<file path="src/rtl/gba_mem_pkg.sv">
// Shared types for the handheld console memory controller
// Bus widths, transfer sizes, region map and the request and graphics structs

`default_nettype none

package gba_mem_pkg;

    typedef logic [31:0] addr_t;      // Bus byte address
    typedef logic [31:0] data_t;      // Bus data word
    typedef logic [3:0]  byte_en_t;   // One enable per byte lane
    typedef logic [15:0] half_t;      // Register half word
    typedef logic [1:0]  mem_size_t;  // Transfer size code

    localparam mem_size_t SIZE_BYTE = 2'd0;
    localparam mem_size_t SIZE_HALF = 2'd1;
    localparam mem_size_t SIZE_WORD = 2'd2;

    // Region bases, region number lives in bits 31:24
    localparam addr_t WORK_BASE = 32'h0300_0000;
    localparam addr_t IO_BASE   = 32'h0400_0000;
    localparam addr_t PAL_BASE  = 32'h0500_0000;
    localparam addr_t OAM_BASE  = 32'h0700_0000;

    localparam addr_t PAL_OBJ_OFFSET = 32'h0000_0200;  // Object palette half

    // I/O word indexes
    localparam int KEY_IDX = 76;   // KEYINPUT, offset 0x130
    localparam int INT_IDX = 128;  // IE / IF / IACK, offset 0x200

    // Request seen by every peer memory
    typedef struct packed {
        addr_t    mem_addr;
        data_t    wdata;
        byte_en_t byte_en;
    } mem_req_t;

    // One-hot region decode of the latched address
    typedef struct packed {
        logic work;
        logic pal_bg;
        logic pal_obj;
        logic oam;
        logic io;
    } region_sel_t;

    typedef struct packed {
        addr_t pal_bg;
        addr_t pal_obj;
        addr_t oam;
    } gfx_addr_t;

    typedef struct packed {
        data_t pal_bg;
        data_t pal_obj;
        data_t oam;
    } gfx_data_t;

    // Replace the enabled byte lanes of a stored word
    function automatic data_t lane_merge(data_t old_word, data_t new_word, byte_en_t en);
        data_t merged;
        merged = old_word;
        for (int b = 0; b < 4; b++) begin
            if (en[b])
                merged[8*b +: 8] = new_word[8*b +: 8];
        end
        return merged;
    endfunction

endpackage

`default_nettype wire

</file>
<file path="src/rtl/bus_front.sv">
// CPU/DMA bus front end
// Holds each accepted write back one cycle, raises a one-cycle pause after it
// and turns the delayed size and low address bits into byte-lane enables

`default_nettype none

module bus_front (
    input  logic                  clock,
    input  logic                  reset,
    input  gba_mem_pkg::addr_t     bus_addr,
    input  gba_mem_pkg::data_t     bus_wdata,
    input  gba_mem_pkg::mem_size_t bus_size,
    input  logic                  bus_write,
    output logic                  bus_pause,
    output gba_mem_pkg::mem_req_t  req,
    output gba_mem_pkg::addr_t     lat_addr
);

    gba_mem_pkg::mem_size_t size_lat;
    gba_mem_pkg::byte_en_t  lanes;
    logic                   write_acc;
    logic                   write_lat;

    // A held write is masked while paused, so the pause never repeats
    assign write_acc = bus_write & ~bus_pause;

    always_ff @(posedge clock, posedge reset) begin
        if (reset) begin
            lat_addr  <= '0;
            size_lat  <= gba_mem_pkg::SIZE_BYTE;
            write_lat <= 1'b0;
        end else begin
            lat_addr  <= bus_addr;
            size_lat  <= bus_size;
            write_lat <= write_acc;
        end
    end

    assign bus_pause = write_lat;  // Pause lasts the commit cycle only

    // Little-endian lane enables
    always_comb begin
        case (size_lat)
            gba_mem_pkg::SIZE_BYTE: lanes = gba_mem_pkg::byte_en_t'(1) << lat_addr[1:0];
            gba_mem_pkg::SIZE_HALF: lanes = lat_addr[1] ? 4'b1100 : 4'b0011;
            gba_mem_pkg::SIZE_WORD: lanes = 4'b1111;
            default:                lanes = 4'b0000;
        endcase
    end

    always_comb begin
        req.mem_addr = write_lat ? lat_addr : bus_addr;  // Delayed address while writing
        req.wdata    = bus_wdata;                         // Master holds data through pause
        req.byte_en  = write_lat ? lanes : '0;
    end

    property p_pause_single;
        @(posedge clock) disable iff (reset)
            bus_pause |=> !bus_pause;
    endproperty
    a_pause_single: assert property (p_pause_single)
        else $error("bus_pause held for two cycles");

    // Lanes only open in the cycle after an accepted write
    property p_byte_en_after_write;
        @(posedge clock) disable iff (reset)
            (req.byte_en != '0) |-> $past(bus_write && !bus_pause);
    endproperty
    a_byte_en_after_write: assert property (p_byte_en_after_write)
        else $error("byte_en raised without an accepted write");

endmodule

`default_nettype wire

</file>
<file path="config.mk">
export PLATFORM = sky130hd
export DESIGN_NAME = bus_front
export DESIGN_NICKNAME = d
export VERILOG_FILES = /design/src/rtl/gba_mem_pkg.sv /design/src/rtl/bus_front.sv
export SDC_FILE = /design/constraint.sdc
export NUM_CORES = 1
export LEC_CHECK = 0
export ABC_CLOCK_PERIOD_IN_PS = 1080
export BUFFER_PORTS_ARGS = -buffer_cell sky130_fd_sc_hd__buf_4
export CAP_MARGIN = 5
export CORE_ASPECT_RATIO = 0.7
export CORE_UTILIZATION = 32
export CTS_CLUSTER_DIAMETER = 200
export DETAILED_ROUTE_END_ITERATION = 16
export GPL_ROUTABILITY_DRIVEN = 0
export GPL_TIMING_DRIVEN = 0
export PLACE_DENSITY = 0.77
export SLEW_MARGIN = 40
export SYNTH_ARGS = -nofsm -noshare
export SYNTH_HDL_FRONTEND = slang
export SYNTH_SLANG_ARGS = --single-unit
</file>
<file path="constraint.sdc">
create_clock -name clock -period 1.08 [get_ports clock]
set_input_delay 0.108 -clock clock [delete_from_list [all_inputs] [get_ports clock]]
set_output_delay 0.108 -clock clock [all_outputs]
set_load 0.02 [all_outputs]
</file>
-- Yosys cells after proc, flatten, opt, wreduce, memory -nomap -nowiden
Index checks and enable logic that the tools add are counted.
- register bits: 35
- word-level logic and storage cells: 13
- shift-type cells: 1
- mux-type cells: 4
- eq/ne operators: 2
- bitwise logic cells: 2
- reduce and logical (&&, ||, !) cells: 1
- operator list (cell ; count):
    $mux 32 ; 1
    $pmux 4 s3 ; 1
    $mux 4 ; 2
    $shl 1x2->4 const A ; 1
    $eq 2x1->1 const B ; 1
    $eq 2x2->1 const B ; 1
    $logic_not 2->1 ; 1
    $and 1x1->1 ; 1
    $not 1->1 ; 1

-- Depth between registers and ports, before layout
Gate-level depths: netlist (run 1).
- depth in word-level cells: 3
- mapped depth: 4
- gate-level depth less buffers: 3

-- Worst setup path after synthesis (run 1)
OpenSTA, ideal clock, no wires.
- path kind: register to output
- from: register write_lat (netlist: bus_pause)
- to: output port req[1] (netlist bit)
- path slack: -0.248 ns
- buffers on the path: 2
- stages on the path, launching flop included: 5
- arrival time: 1.220 ns
- cells stage by stage: dfrtp_1 buf_6 buf_8 nand2_1 a21oi_1
- RTL lines (item ; RTL line ; RTL):
    from (decl) ; bus_front.sv:22 ; logic write_lat;
    from (signal assigned) ; bus_front.sv:35 ; write_lat <= write_acc;
    to (decl) ; bus_front.sv:15 ; output gba_mem_pkg::mem_req_t req,

==> results, run 1 <==
- The die outline height is 63.28 um.
- The die covers 5666 sq um.
- The detailed-route DRC error count is 0.
- The worst-case setup margin in the final layout is -0.4593 ns.
- On the critical path, the stage with the largest delay is an instance of sky130_fd_sc_hd__dfrtp_2.
- The number of detailed-routing iterations run before antenna repair is 4.
- In the global route stage, met2 resource usage came out at 0.3570.
- Counting flops and latches in the post-synthesis netlist gives 35.
- The CTS tree is done.
- The met1 layer usage reported by global route is 0.1870.
- The flow ran to the end, but the final reports show violations.
- The final reports fail on hold timing, setup timing.
- The mean area per synthesized cell is 14.55 sq um.
- For this run, the slowest stage of the critical path takes 0.42 ns.
- The worst setup path is of the register to output pin kind.
- The shortest clock period the worst path allows after layout is 1.539 ns.
- The element type at the critical path end is an output pin.
- The number of buffers created by CTS is 5.
- Dividing the detail-routed wire length by the instance count gives 14.07 um.
- The setup slack on the worst flop-to-flop path is 0.20 ns.
- The critical register-to-register path startpoint is bus_pause.
- The Yosys step of the flow raised 0 warnings.
- The busiest metal layer after global routing is met2.
- The maximum root-to-sink buffer count is 2.
- The I/O pin count is 170.
- The layout-stage area growth over the synthesis result is 102.0%.
- The depth of the CTS H-tree is 2.
- The non-filler instance count after layout is 368.
- The post-placement worst setup slack is -0.1793 ns.
- The critical path goes through buf_8, buf_12, mux2_4, buf_6.
- The cell family contributing the most delay on the critical path is flip-flops.
- The worst hold-check slack is -0.04933 ns.
- The worst supply voltage drop on vdd is 0.8171 mV.
- The power density of the placed cells is 1122 nW/um^2.
- The leakage power is 1.771 nW.
- The count of nets left with antenna violations once routing finished came out at 0.
- The fraction of final layout cells with drive strength greater than 1 is 0.7492.
- The met3 track demand over resource is 0.08388.
- In the global route stage, overall resource usage came out at 0.1887.
- For the worst setup path, the data required time is 0.97 ns.
- The initial antenna violation count is 0.
- Dividing the final minimum period by the clock period gives 1.425.
- For this run the aggregate overflow at the end of global routing stands at 0.
- The critical path startpoint category is a register.
- The largest fanout on the critical path is 10.
- Counting tap cells, the placed design contains a total of 324 instances.
- Adding up every negative setup slack in the final design gives -15.91 ns.
- STA puts the critical path data arrival time at 1.43 ns.
- The global-route wire length before repair is 7921 um.
- The number of cells on the worst reg-to-reg path is 3.
- The post-route clock skew is 0 ns.
- The instance area after placement is 2873 sq um.
- The via count of the first global-routing pass is 1668.
- The tool flagged a number of max-cap violations equal to 0.
- The total via count in the routed design is 1547.
- The post-layout utilization of the core is 0.6984.
- Buffers placed on the I/O ports in this run total 137.
- The sum of buffers and inverters on the critical path is 3.
- The cell area after technology mapping is 1717 sq um.
- After clock tree synthesis, the clock-pin slew on the worst setup and hold paths is 0.08 ns.
- Entering global routing, the biggest net connects 36 pins.
- The cell at the root of the clock tree is sky130_fd_sc_hd__clkbuf_8.
- Summing all non-filler instances in the final layout gives an area of 3468 sq um.
- The number of hold violations in the final report came to 35.
- The endpoint of the worst register-to-register path is bus_pause.
- The sequential-to-total area share from yosys stat is 0.5102.
- In the routed layout, each cell is associated on average with a via count of 4.204.
- The net count of the mapped netlist is 187.
- In this run, distinct cell masters in the synthesized netlist total 14.
- The detailed placement HPWL is 3466 um.
- The floorplan row count is 21.
- The count of final max-slew check failures came to 0.
- The core box area is 4966 sq um.
- The min-delay analysis places its worst path in the category primary input to async pin.
- The number of nets in the layout is 367.
- The first-iteration detailed-routing DRC count is 19.
- Clock latency on the worst-skew pair, taken at its later pin, is 0.28 ns.
- Setup violations remaining at the end of the flow were counted as 36.
- After layout, the design draws a total of 3.890 mW.
- At the pin with the least slew margin, the transition time is 0.7295 ns.
- Wires add up to 5176 um.
- Synthesis produced 118 cells.
- Setup repair after global routing could not meet its margin everywhere.
- 0 antenna diodes ended up in the layout.
- The die is 89.54 um wide.
- The headroom to the max-slew limit is 0.5130.
- The top achievable clock speed is 649.7 MHz.
- The initial core utilization is 0.3457.
- The clock net in this run drives a total of 35 sinks.
[metal layers]
layer,wire length (um),vias to the layer above
met1,1830,732
met4,10,0
met3,549,3
met2,2786,93
met5,0,-
li1,-,719
[Yosys cell counts, drive strengths merged]
| library cell | number | share of area |
|---|---|---|
| nor2b | 1 | 0.0036 |
| nand2b | 1 | 0.0036 |
| buf | 36 | 0.18 |
| o21ai | 2 | 0.0058 |
| inv | 3 | 0.0066 |
| nand2 | 2 | 0.0044 |
| nor2 | 2 | 0.0044 |
| a21oi | 4 | 0.012 |
| mux2 | 32 | 0.27 |
| dfrtp | 35 | 0.51 |
[repair_timing]
action / 4_1_cts / 5_1_grt
hold buffers: 34 / 0
setup endpoints to repair: 36 / 36
gates resized for setup: 34 / 2
cloned: 0 / 0
buffers inserted: 2 / 0
pin swaps: 0 / 0
hold endpoints to repair: 69 / 0
[worst max path at each step]
stage / start / end / slack (ns) / cells past startpoint
floorplan: bus_pause / req[59] / -0.09 / 3
CTS: bus_pause / req[48] / -0.46 / 4
global placement: reset / bus_pause / -0.43 / 2
finish: bus_pause / req[41] / -0.46 / 4
global route: bus_pause / req[62] / -0.50 / 4
detailed placement: bus_pause / req[62] / -0.18 / 4
[area by class of cell]
class                      count  area, sq um
buffer                        36        315.3
clock buffer                   7        96.34
clock inverter                 1        7.507
fill                         357         1498
inverter                       3        11.26
multi-input combinational     44        570.5
sequential                    35        877.1
tap                           69        86.33
timing repair buffer         173         1504
[where the power goes]
group | internal [mW] | total [mW] | switching [mW] | leakage (nW)
clock network | 0.580 | 1.05 | 0.466 | 0.0505
logic | 0.798 | 1.42 | 0.624 | 1.31
registers | 1.38 | 1.42 | 0.0444 | 0.407
[sequential cells by signal, indices dropped and copies added, names as in the netlist]
register and count:
lat_addr 32, size_lat 2, bus_pause 1
[layout by cell type (no fill, tap or decap)]
master / instances
sky130_fd_sc_hd__a21oi_4: 2
sky130_fd_sc_hd__buf_6: 32
sky130_fd_sc_hd__buf_4: 139
sky130_fd_sc_hd__inv_1: 2
sky130_fd_sc_hd__clkinvlp_4: 1
sky130_fd_sc_hd__nor2_4: 2
sky130_fd_sc_hd__buf_8: 1
sky130_fd_sc_hd__clkbuf_8: 7
sky130_fd_sc_hd__dfrtp_2: 1
sky130_fd_sc_hd__a21oi_2: 2
sky130_fd_sc_hd__buf_12: 3
sky130_fd_sc_hd__nor2b_1: 1
sky130_fd_sc_hd__dfrtp_1: 34
sky130_fd_sc_hd__nand2_1: 1
sky130_fd_sc_hd__mux2_2: 4
sky130_fd_sc_hd__mux2_4: 28
sky130_fd_sc_hd__inv_2: 1
sky130_fd_sc_hd__o21ai_0: 2
sky130_fd_sc_hd__dlygate4sd3_1: 34
sky130_fd_sc_hd__nand2_2: 1
sky130_fd_sc_hd__nand2b_1: 1
[kinds of logic after synthesis]
| group | count (synthesis) | share of synthesized area |
|---|---|---|
| mux | 32 | 0.2711 |
| compound gates | 6 | 0.01749 |
| buf+inv | 39 | 0.1851 |
| flops | 35 | 0.5102 |
| simple gates | 6 | 0.01604 |
Note: power is estimated with default switching activity, not from simulation.
==> run 2: changes to the inputs <==
Settings changed: CELL_PAD_IN_SITES_DETAIL_PLACEMENT set to 1, CELL_PAD_IN_SITES_GLOBAL_PLACEMENT set to 2, CORE_UTILIZATION 32 to 17, PLACE_DENSITY 0.77 to 0.75, SLEW_MARGIN 40 to 20.
==> run 2 against run 1 <==
Against the previous run: the run ends with setup timing left; cell count is 17% higher; clock skew stayed put; register-to-register slack worse by 0.02 ns; first-iteration DRC count is 37% lower; critical path depth stayed put; sequential share of layout area is 0.99 points lower; sequential power hardly changed; die area is 85% higher; final area is 4.1% higher; clock power is 32% higher; critical endpoint is now req[58]; largest power group is now combinational logic.
==> results, run 2 (synthesized netlist as in run 1, its figures left out) <==
- The run finished, with violations left.
- The checks that failed: setup timing.
- The layout-stage area growth over the synthesis result is 110.3%.
- The number of nets in the layout is 369.
- The core box area is 9759 sq um.
- The cell at the root of the clock tree is sky130_fd_sc_hd__clkbuf_16.
- The fraction of final layout cells with drive strength greater than 1 is 0.7342.
- The arrival time at the worst endpoint is 1.43 ns.
- The layout has 1082 filler cells.
- The first detailed-routing pass took 2 iterations.
- The non-filler instance count after layout is 429.
- For the worst setup path, the data required time is 0.97 ns.
- The clock tree synthesis step divided the H-tree into 2 levels.
- The setup path with the least slack is of type register to output pin.
- Once placement finished, the instance area stood at 2974 sq um.
- In this run the power density over the cells is 1178 nW/um^2.
- Entering global routing, the biggest net connects 20 pins.
- Buffers inserted during clock tree synthesis total 5.
- The maximum root-to-sink buffer count is 2.
- Setup violations remaining at the end of the flow were counted as 36.
- The first-iteration detailed-routing DRC count is 12.
- The floorplan row count is 30.
- In this run the count of I/O pins placed on the die edge is 170.
- The flip-flop count of the largest register after layout is 32.
- The shortest clock period the worst path allows after layout is 1.539 ns.
- The via count of the first global-routing pass is 1626.
- The post-route clock skew is 0 ns.
- The leakage power is 1.812 nW.
- Once layout is done, the placed cells without fillers occupy 3610 sq um.
- The worst-case setup margin in the final layout is -0.4591 ns.
- The die outline height is 86.08 um.
- Headroom to the max-slew limit came out at 0.7011.
- Leaving out fill and tap cells, the most frequent cell in the layout is sky130_fd_sc_hd__buf_4.
- The library cells used most frequently in the layout, excluding fill and tap cells, are sky130_fd_sc_hd__buf_4, sky130_fd_sc_hd__dlygate4sd3_1, sky130_fd_sc_hd__dfrtp_1, sky130_fd_sc_hd__buf_6, sky130_fd_sc_hd__mux2_4.
- IR analysis of the VDD net gives a maximum drop of 0.4962 mV.
- The total instance count after detailed placement is 384.
- Counting every sink on the clock net gives 35.
- lat_addr holds more flip-flops than any other register.
- Of all nets on the critical path, the largest fanout is 10.
- The total overflow left after global routing is 0.
- The count of final max-slew check failures is 0.
- The worst hold path belongs to the class primary input to register.
- The total via count in the routed design is 1543.
- The worst setup path is launched from a register.
- Derived from the worst setup path, the maximum achievable clock frequency is 649.7 MHz.
- The worst setup path is captured at an output pin.
- The global-route wire length before repair is 8397 um.
- The initial antenna violation count came to 0.
- Detailed placement finished with a half-perimeter wire length of 4184 um.
- Setup repair after global routing could not meet its margin everywhere.
- The clock reaches the later pin of the worst-skew pair after 0.28 ns.
- For this run, design rule violations remaining after detail routing come to 0.
- For the pin with the worst max-slew slack, the measured transition is 0.4477 ns.
- TritonCTS built the clock tree.
- The overall fraction of global-route tracks in use is 0.1058.
- The clock-pin slew on the worst setup and hold paths is 0.05 ns.
- The via-per-instance ratio is 3.597.
- The quantity of I/O buffers inserted on ports is 137.
- For this configuration, the core starts out at a cell density of 0.1759.
- The number of violations of the max-capacitance limit is 0.
- Adding up every negative setup slack in the final design gives -15.95 ns.
- The die covers 10510 sq um.
- The count of nets left with antenna violations once routing finished came out at 0.
- The horizontal extent of the die is 122.1 um.
- The number of hold violations in the final report came to 0.
- The repair_antennas step left the layout with diodes totalling 0.
- For this block, the routed nets add up to 5611 um of wire.
- After detailed routing, the average wire length per cell comes to 13.08 um.
- The total design power is 4.251 mW.
- Of the available clock period, the critical path in the final layout requires 1.425.
## run 2: cell type report
cell class                 instances  area (sq um)  area share
sequential                        35         877.1      0.2430
buffer                            36         315.3     0.08735
multi-input combinational         44         570.5      0.1581
tap                              128         160.2     0.04437
clock inverter                     1         5.005    0.001386
inverter                           3         11.26    0.003120
timing repair buffer             175          1538      0.4260
clock buffer                       7         132.6     0.03674
## run 2: critical path, cell delays in order (launching register included)
cell and delay (ns):
sky130_fd_sc_hd__dfrtp_2 0.41, sky130_fd_sc_hd__buf_8 0.15, sky130_fd_sc_hd__buf_12 0.15, sky130_fd_sc_hd__mux2_4 0.30, sky130_fd_sc_hd__buf_6 0.13
## run 2: routing by layer
layer  track usage  vias to the layer above  wire length [um]
met2        0.1895                       66              3017
met5             0                        -                 0
met3       0.03723                        4               413
met4       0.02661                        0                27
met1        0.1193                      753              2152
li1              -                      720                 -
## run 2: worst paths after layout
check | start | to | slack (ns) | cells after the start
max | bus_pause | req[58] | -0.46 | 4
min | bus_write | bus_pause | 0.06 | 2
max reg2reg | bus_pause | bus_pause | 0.18 | 3
min reg2reg | bus_pause | bus_pause | 0.76 | 3
max in group asynchronous | reset | lat_addr[10] | 0.23 | 4
min in group asynchronous | reset | lat_addr[28] | 0.40 | 3
## run 2: where the power goes
group          internal (mW)  total [mW]  leakage, nW  switching, mW
Sequential              1.38        1.42        0.407         0.0433
Combinational          0.810        1.43         1.34          0.624
Clock                  0.852        1.39       0.0679          0.540
## run 2: per-stage QoR
step / util / hold slack (ns) / setup slack (ns)
final: 0.3699 / 0.06381 / -0.4591
after global routing: 0.3699 / 0.09584 / -0.5103
after CTS: 0.3695 / 0.06606 / -0.4734
after detailed placement: 0.3047 / 0.1570 / -0.1966
after global placement: 0.3019 / 0.2202 / -0.6081
after floorplan: - / 0.1394 / -0.09411
## run 2: timing repair
action,4_1_cts,5_1_grt
endpoints found under the hold margin,50,0
endpoints found under the setup margin,36,36
buffers inserted,2,0
hold buffers,35,0
gates resized for setup,34,1
pin swaps,0,0
==> run 3: changes to the inputs <==
Settings changed: BUFFER_PORTS_ARGS -buffer_cell sky130_fd_sc_hd__buf_4 to unset, CORE_UTILIZATION 17 to 30, DONT_BUFFER_PORTS set to 1, MAX_ROUTING_LAYER set to met4, PLACE_DENSITY 0.75 to 0.74.
==> run 3 against run 2 <==
Against the previous run: the run still ends with setup timing left; register-to-register slack lost 0.05 ns; via count shrank 31%; non-clock buffer count shrank 138; global-route usage grew 3.6 points; worst setup slack gained 0.032 ns; power shrank 13%; first-iteration DRC count grew 17%; count of clock-buffer cells in the layout shrank 1; critical path depth shrank 1.
==> results, run 3 (synthesized netlist as in run 1, its figures left out) <==
- The number of antenna diodes in the final layout is 0.
- Input and output buffers added on the ports amount to 0.
- The mean routed wirelength per cell is 17.80 um.
- The number of hold violations in the final report was 0.
- The horizontal extent of the die is 92.41 um.
- The class of the tightest hold or removal check is primary input to output pin.
- The number of nets in the layout is 231.
- Setup violations remaining at the end of the flow were counted as 36.
- By startpoint and endpoint, the worst setup path is classified as register to output pin.
- The top achievable clock speed is 663.4 MHz.
- The HPWL after detailed placement is 2967 um.
- Fill cells in the final layout number 564.
- The met2 usage in global routing is 0.2435.
- The register with the most flip-flops in the layout has 32 of them.
- The number of sinks driven by the clock tree is 35.
- In this run the standard cell core region covers 5368 sq um.
- The stage delay of the slowest cell on the critical path is 0.47 ns.
- The clock-pin slew on the worst setup and hold paths is 0.07 ns.
- The detailed-route DRC error count is 0.
- The die covers 6033 sq um.
- Across all setup checks in the final design, the least slack found is -0.4274 ns.
- For this run, global-route usage on met3 was measured as 0.04630.
- The critical path required time is 0.97 ns.
- The die outline height is 65.29 um.
- Leaving out fill and tap cells, the most frequent cell in the layout is sky130_fd_sc_hd__dlygate4sd3_1.
- After floorplanning, the core was divided into 22 placement rows.
- The initial antenna violation count was 0.
- The critical path startpoint category is a register.
- The depth of the CTS H-tree is 2.
- The overall fraction of global-route tracks in use is 0.1419.
- The count of cells in the finished layout, fillers not included, comes to 235.
- Power comes to 3.695 mW.
- The post-placement worst setup slack is -0.1765 ns.
- The first-iteration detailed-routing DRC count is 14.
- From synthesis to final layout, the design area changed by 39.94%.
- Measured against its own limit, the worst slew margin works out to 0.5956.
- For met1 alone, demand over resource in global routing was 0.1561.
- The fraction of final layout cells with drive strength greater than 1 is 0.5215.
- Setup total negative slack on the finished layout was measured at -14.58 ns.
- The total instance count after detailed placement is 190.
- The leakage power is 1.109 nW.
- The initial core utilization is 0.3198.
- Counting along the longest clock path gives a buffer depth of 2.
- The power density of the placed cells is 1538 nW/um^2.
- The flow ran to the end, but the final reports show violations.
- The element type at the critical path end is an output pin.
- On the critical path, the stage with the largest delay is an instance of sky130_fd_sc_hd__dfrtp_2.
- The cell at the root of the clock tree is sky130_fd_sc_hd__clkbuf_8.
- The post-route clock skew is 0 ns.
- The worst-case IR drop observed on VDD is 0.7081 mV.
- The clock reaches the later pin of the worst-skew pair after 0.27 ns.
- Setup repair after global routing could not meet its margin everywhere.
- The fraction of the cycle the final worst path needs is 1.396.
- In this run the remaining antenna-violating nets after routing total 0.
- Traced cell by cell, the critical path runs through buf_8, buf_12, mux2_4.
- The pre-antenna-repair detailed-routing pass consisted of 3 iterations.
- Measured on the finished design, the core utilization comes to 0.4476.
- The library cells used most frequently in the layout, excluding fill and tap cells, are sky130_fd_sc_hd__dlygate4sd3_1, sky130_fd_sc_hd__mux2_4, sky130_fd_sc_hd__buf_4, sky130_fd_sc_hd__dfrtp_1, sky130_fd_sc_hd__clkbuf_8.
- Counting the buffers created by CTS gives 5.
- The global-route wire length before repair is 6258 um.
- 170 I/O pins were placed.
- The via count of the first global-routing pass is 1228.
- The slew at the pin closest to its max-slew limit is 0.6058 ns.
- The final reports fail on setup timing.
- The final global-route overflow total is 0.
- The largest fanout on the critical path is 10.
- The total wirelength of the detailed-routed design is 4184 um.
- Max-cap violations in this run came to 0.
- The register with the most flip-flops in the final layout is lat_addr.
- The arrival time at the worst endpoint is 1.40 ns.
- The count of final max-slew check failures is 0.
- Entering global routing, the biggest net connects 36 pins.
- After global routing, the most crowded layer is met2.
- Dividing the detail-routed via count by the number of cells gives 4.545.
- The CTS tree is done.
- The final route contains 1068 vias.
- After layout, the minimum clock period comes to 1.507 ns.
-- run 3: changes by cell type in the layout (fill, tap and decap cells not counted), moves of 2 or more --
cell,before,now
sky130_fd_sc_hd__mux2_4,30,32
sky130_fd_sc_hd__mux2_2,2,0
sky130_fd_sc_hd__buf_4,140,32
sky130_fd_sc_hd__dfrtp_2,1,3
sky130_fd_sc_hd__dfrtp_1,34,32
sky130_fd_sc_hd__buf_6,31,0
sky130_fd_sc_hd__bufinv_16,0,2
sky130_fd_sc_hd__clkbuf_16,5,0
sky130_fd_sc_hd__clkbuf_8,0,5
-- run 3: metrics by stage --
step / hold slack (ns) / instance area (sq um)
after global routing: 0.3303 / 2402
final: 0.3296 / 2402
after detailed placement: 0.1395 / 1848
after global placement: 0.1395 / 1848
after CTS: 0.3298 / 2401
after floorplan: 0.1394 / 1758
-- run 3: path summary, 6_finish.rpt --
check,start,end,slack [ns],cells after the start
max,bus_pause,req[66],-0.43,3
min,bus_wdata[30],req[34],0.33,1
max reg2reg,bus_pause,bus_pause,0.13,3
min reg2reg,bus_pause,bus_pause,0.84,3
max in group asynchronous,reset,lat_addr[1],0.33,2
min in group asynchronous,reset,lat_addr[29],0.35,2
-- run 3: report_power, final --
| part | internal (mW) | total (mW) | switching (mW) |
|---|---|---|---|
| logic | 0.395 | 0.818 | 0.423 |
| registers | 1.38 | 1.52 | 0.137 |
| clock network | 0.922 | 1.36 | 0.438 |
| total | 2.70 | 3.69 | 0.998 |
-- run 3: metal layers --
metal  share of wire  wire length (um)
met1            0.35              1466
met2            0.53              2230
met3            0.11               449
met4          0.0091                38
met5               0                 0
-- run 3: cell type report --
| class | instances | area, sq um | share of cell area |
|---|---|---|---|
| plain buffers | 36 | 315.3 | 0.1313 |
| clock buffers | 6 | 72.57 | 0.03021 |
| clock inverters | 2 | 60.06 | 0.02500 |
| inverters | 3 | 12.51 | 0.005208 |
| multi-input cells | 44 | 591.8 | 0.2464 |
| flip-flops and latches | 35 | 879.6 | 0.3661 |
| well taps | 72 | 90.09 | 0.03750 |
| repair buffers | 37 | 380.4 | 0.1583 |
-- run 3: repair_timing --
item                       4_1_cts  5_1_grt
hold endpoints to repair        70        0
gates cloned                     0        0
setup buffers                    1        0
pin swaps                        0        0
resized for setup               10        1
hold buffers                    36        0
setup endpoints to repair       36       39
-- run 3: critical path: cells and delay by family (launching register included) --
kind	cells	cell delay [ns]
flops	1	0.47
mux	1	0.34
buf+inv	2	0.31
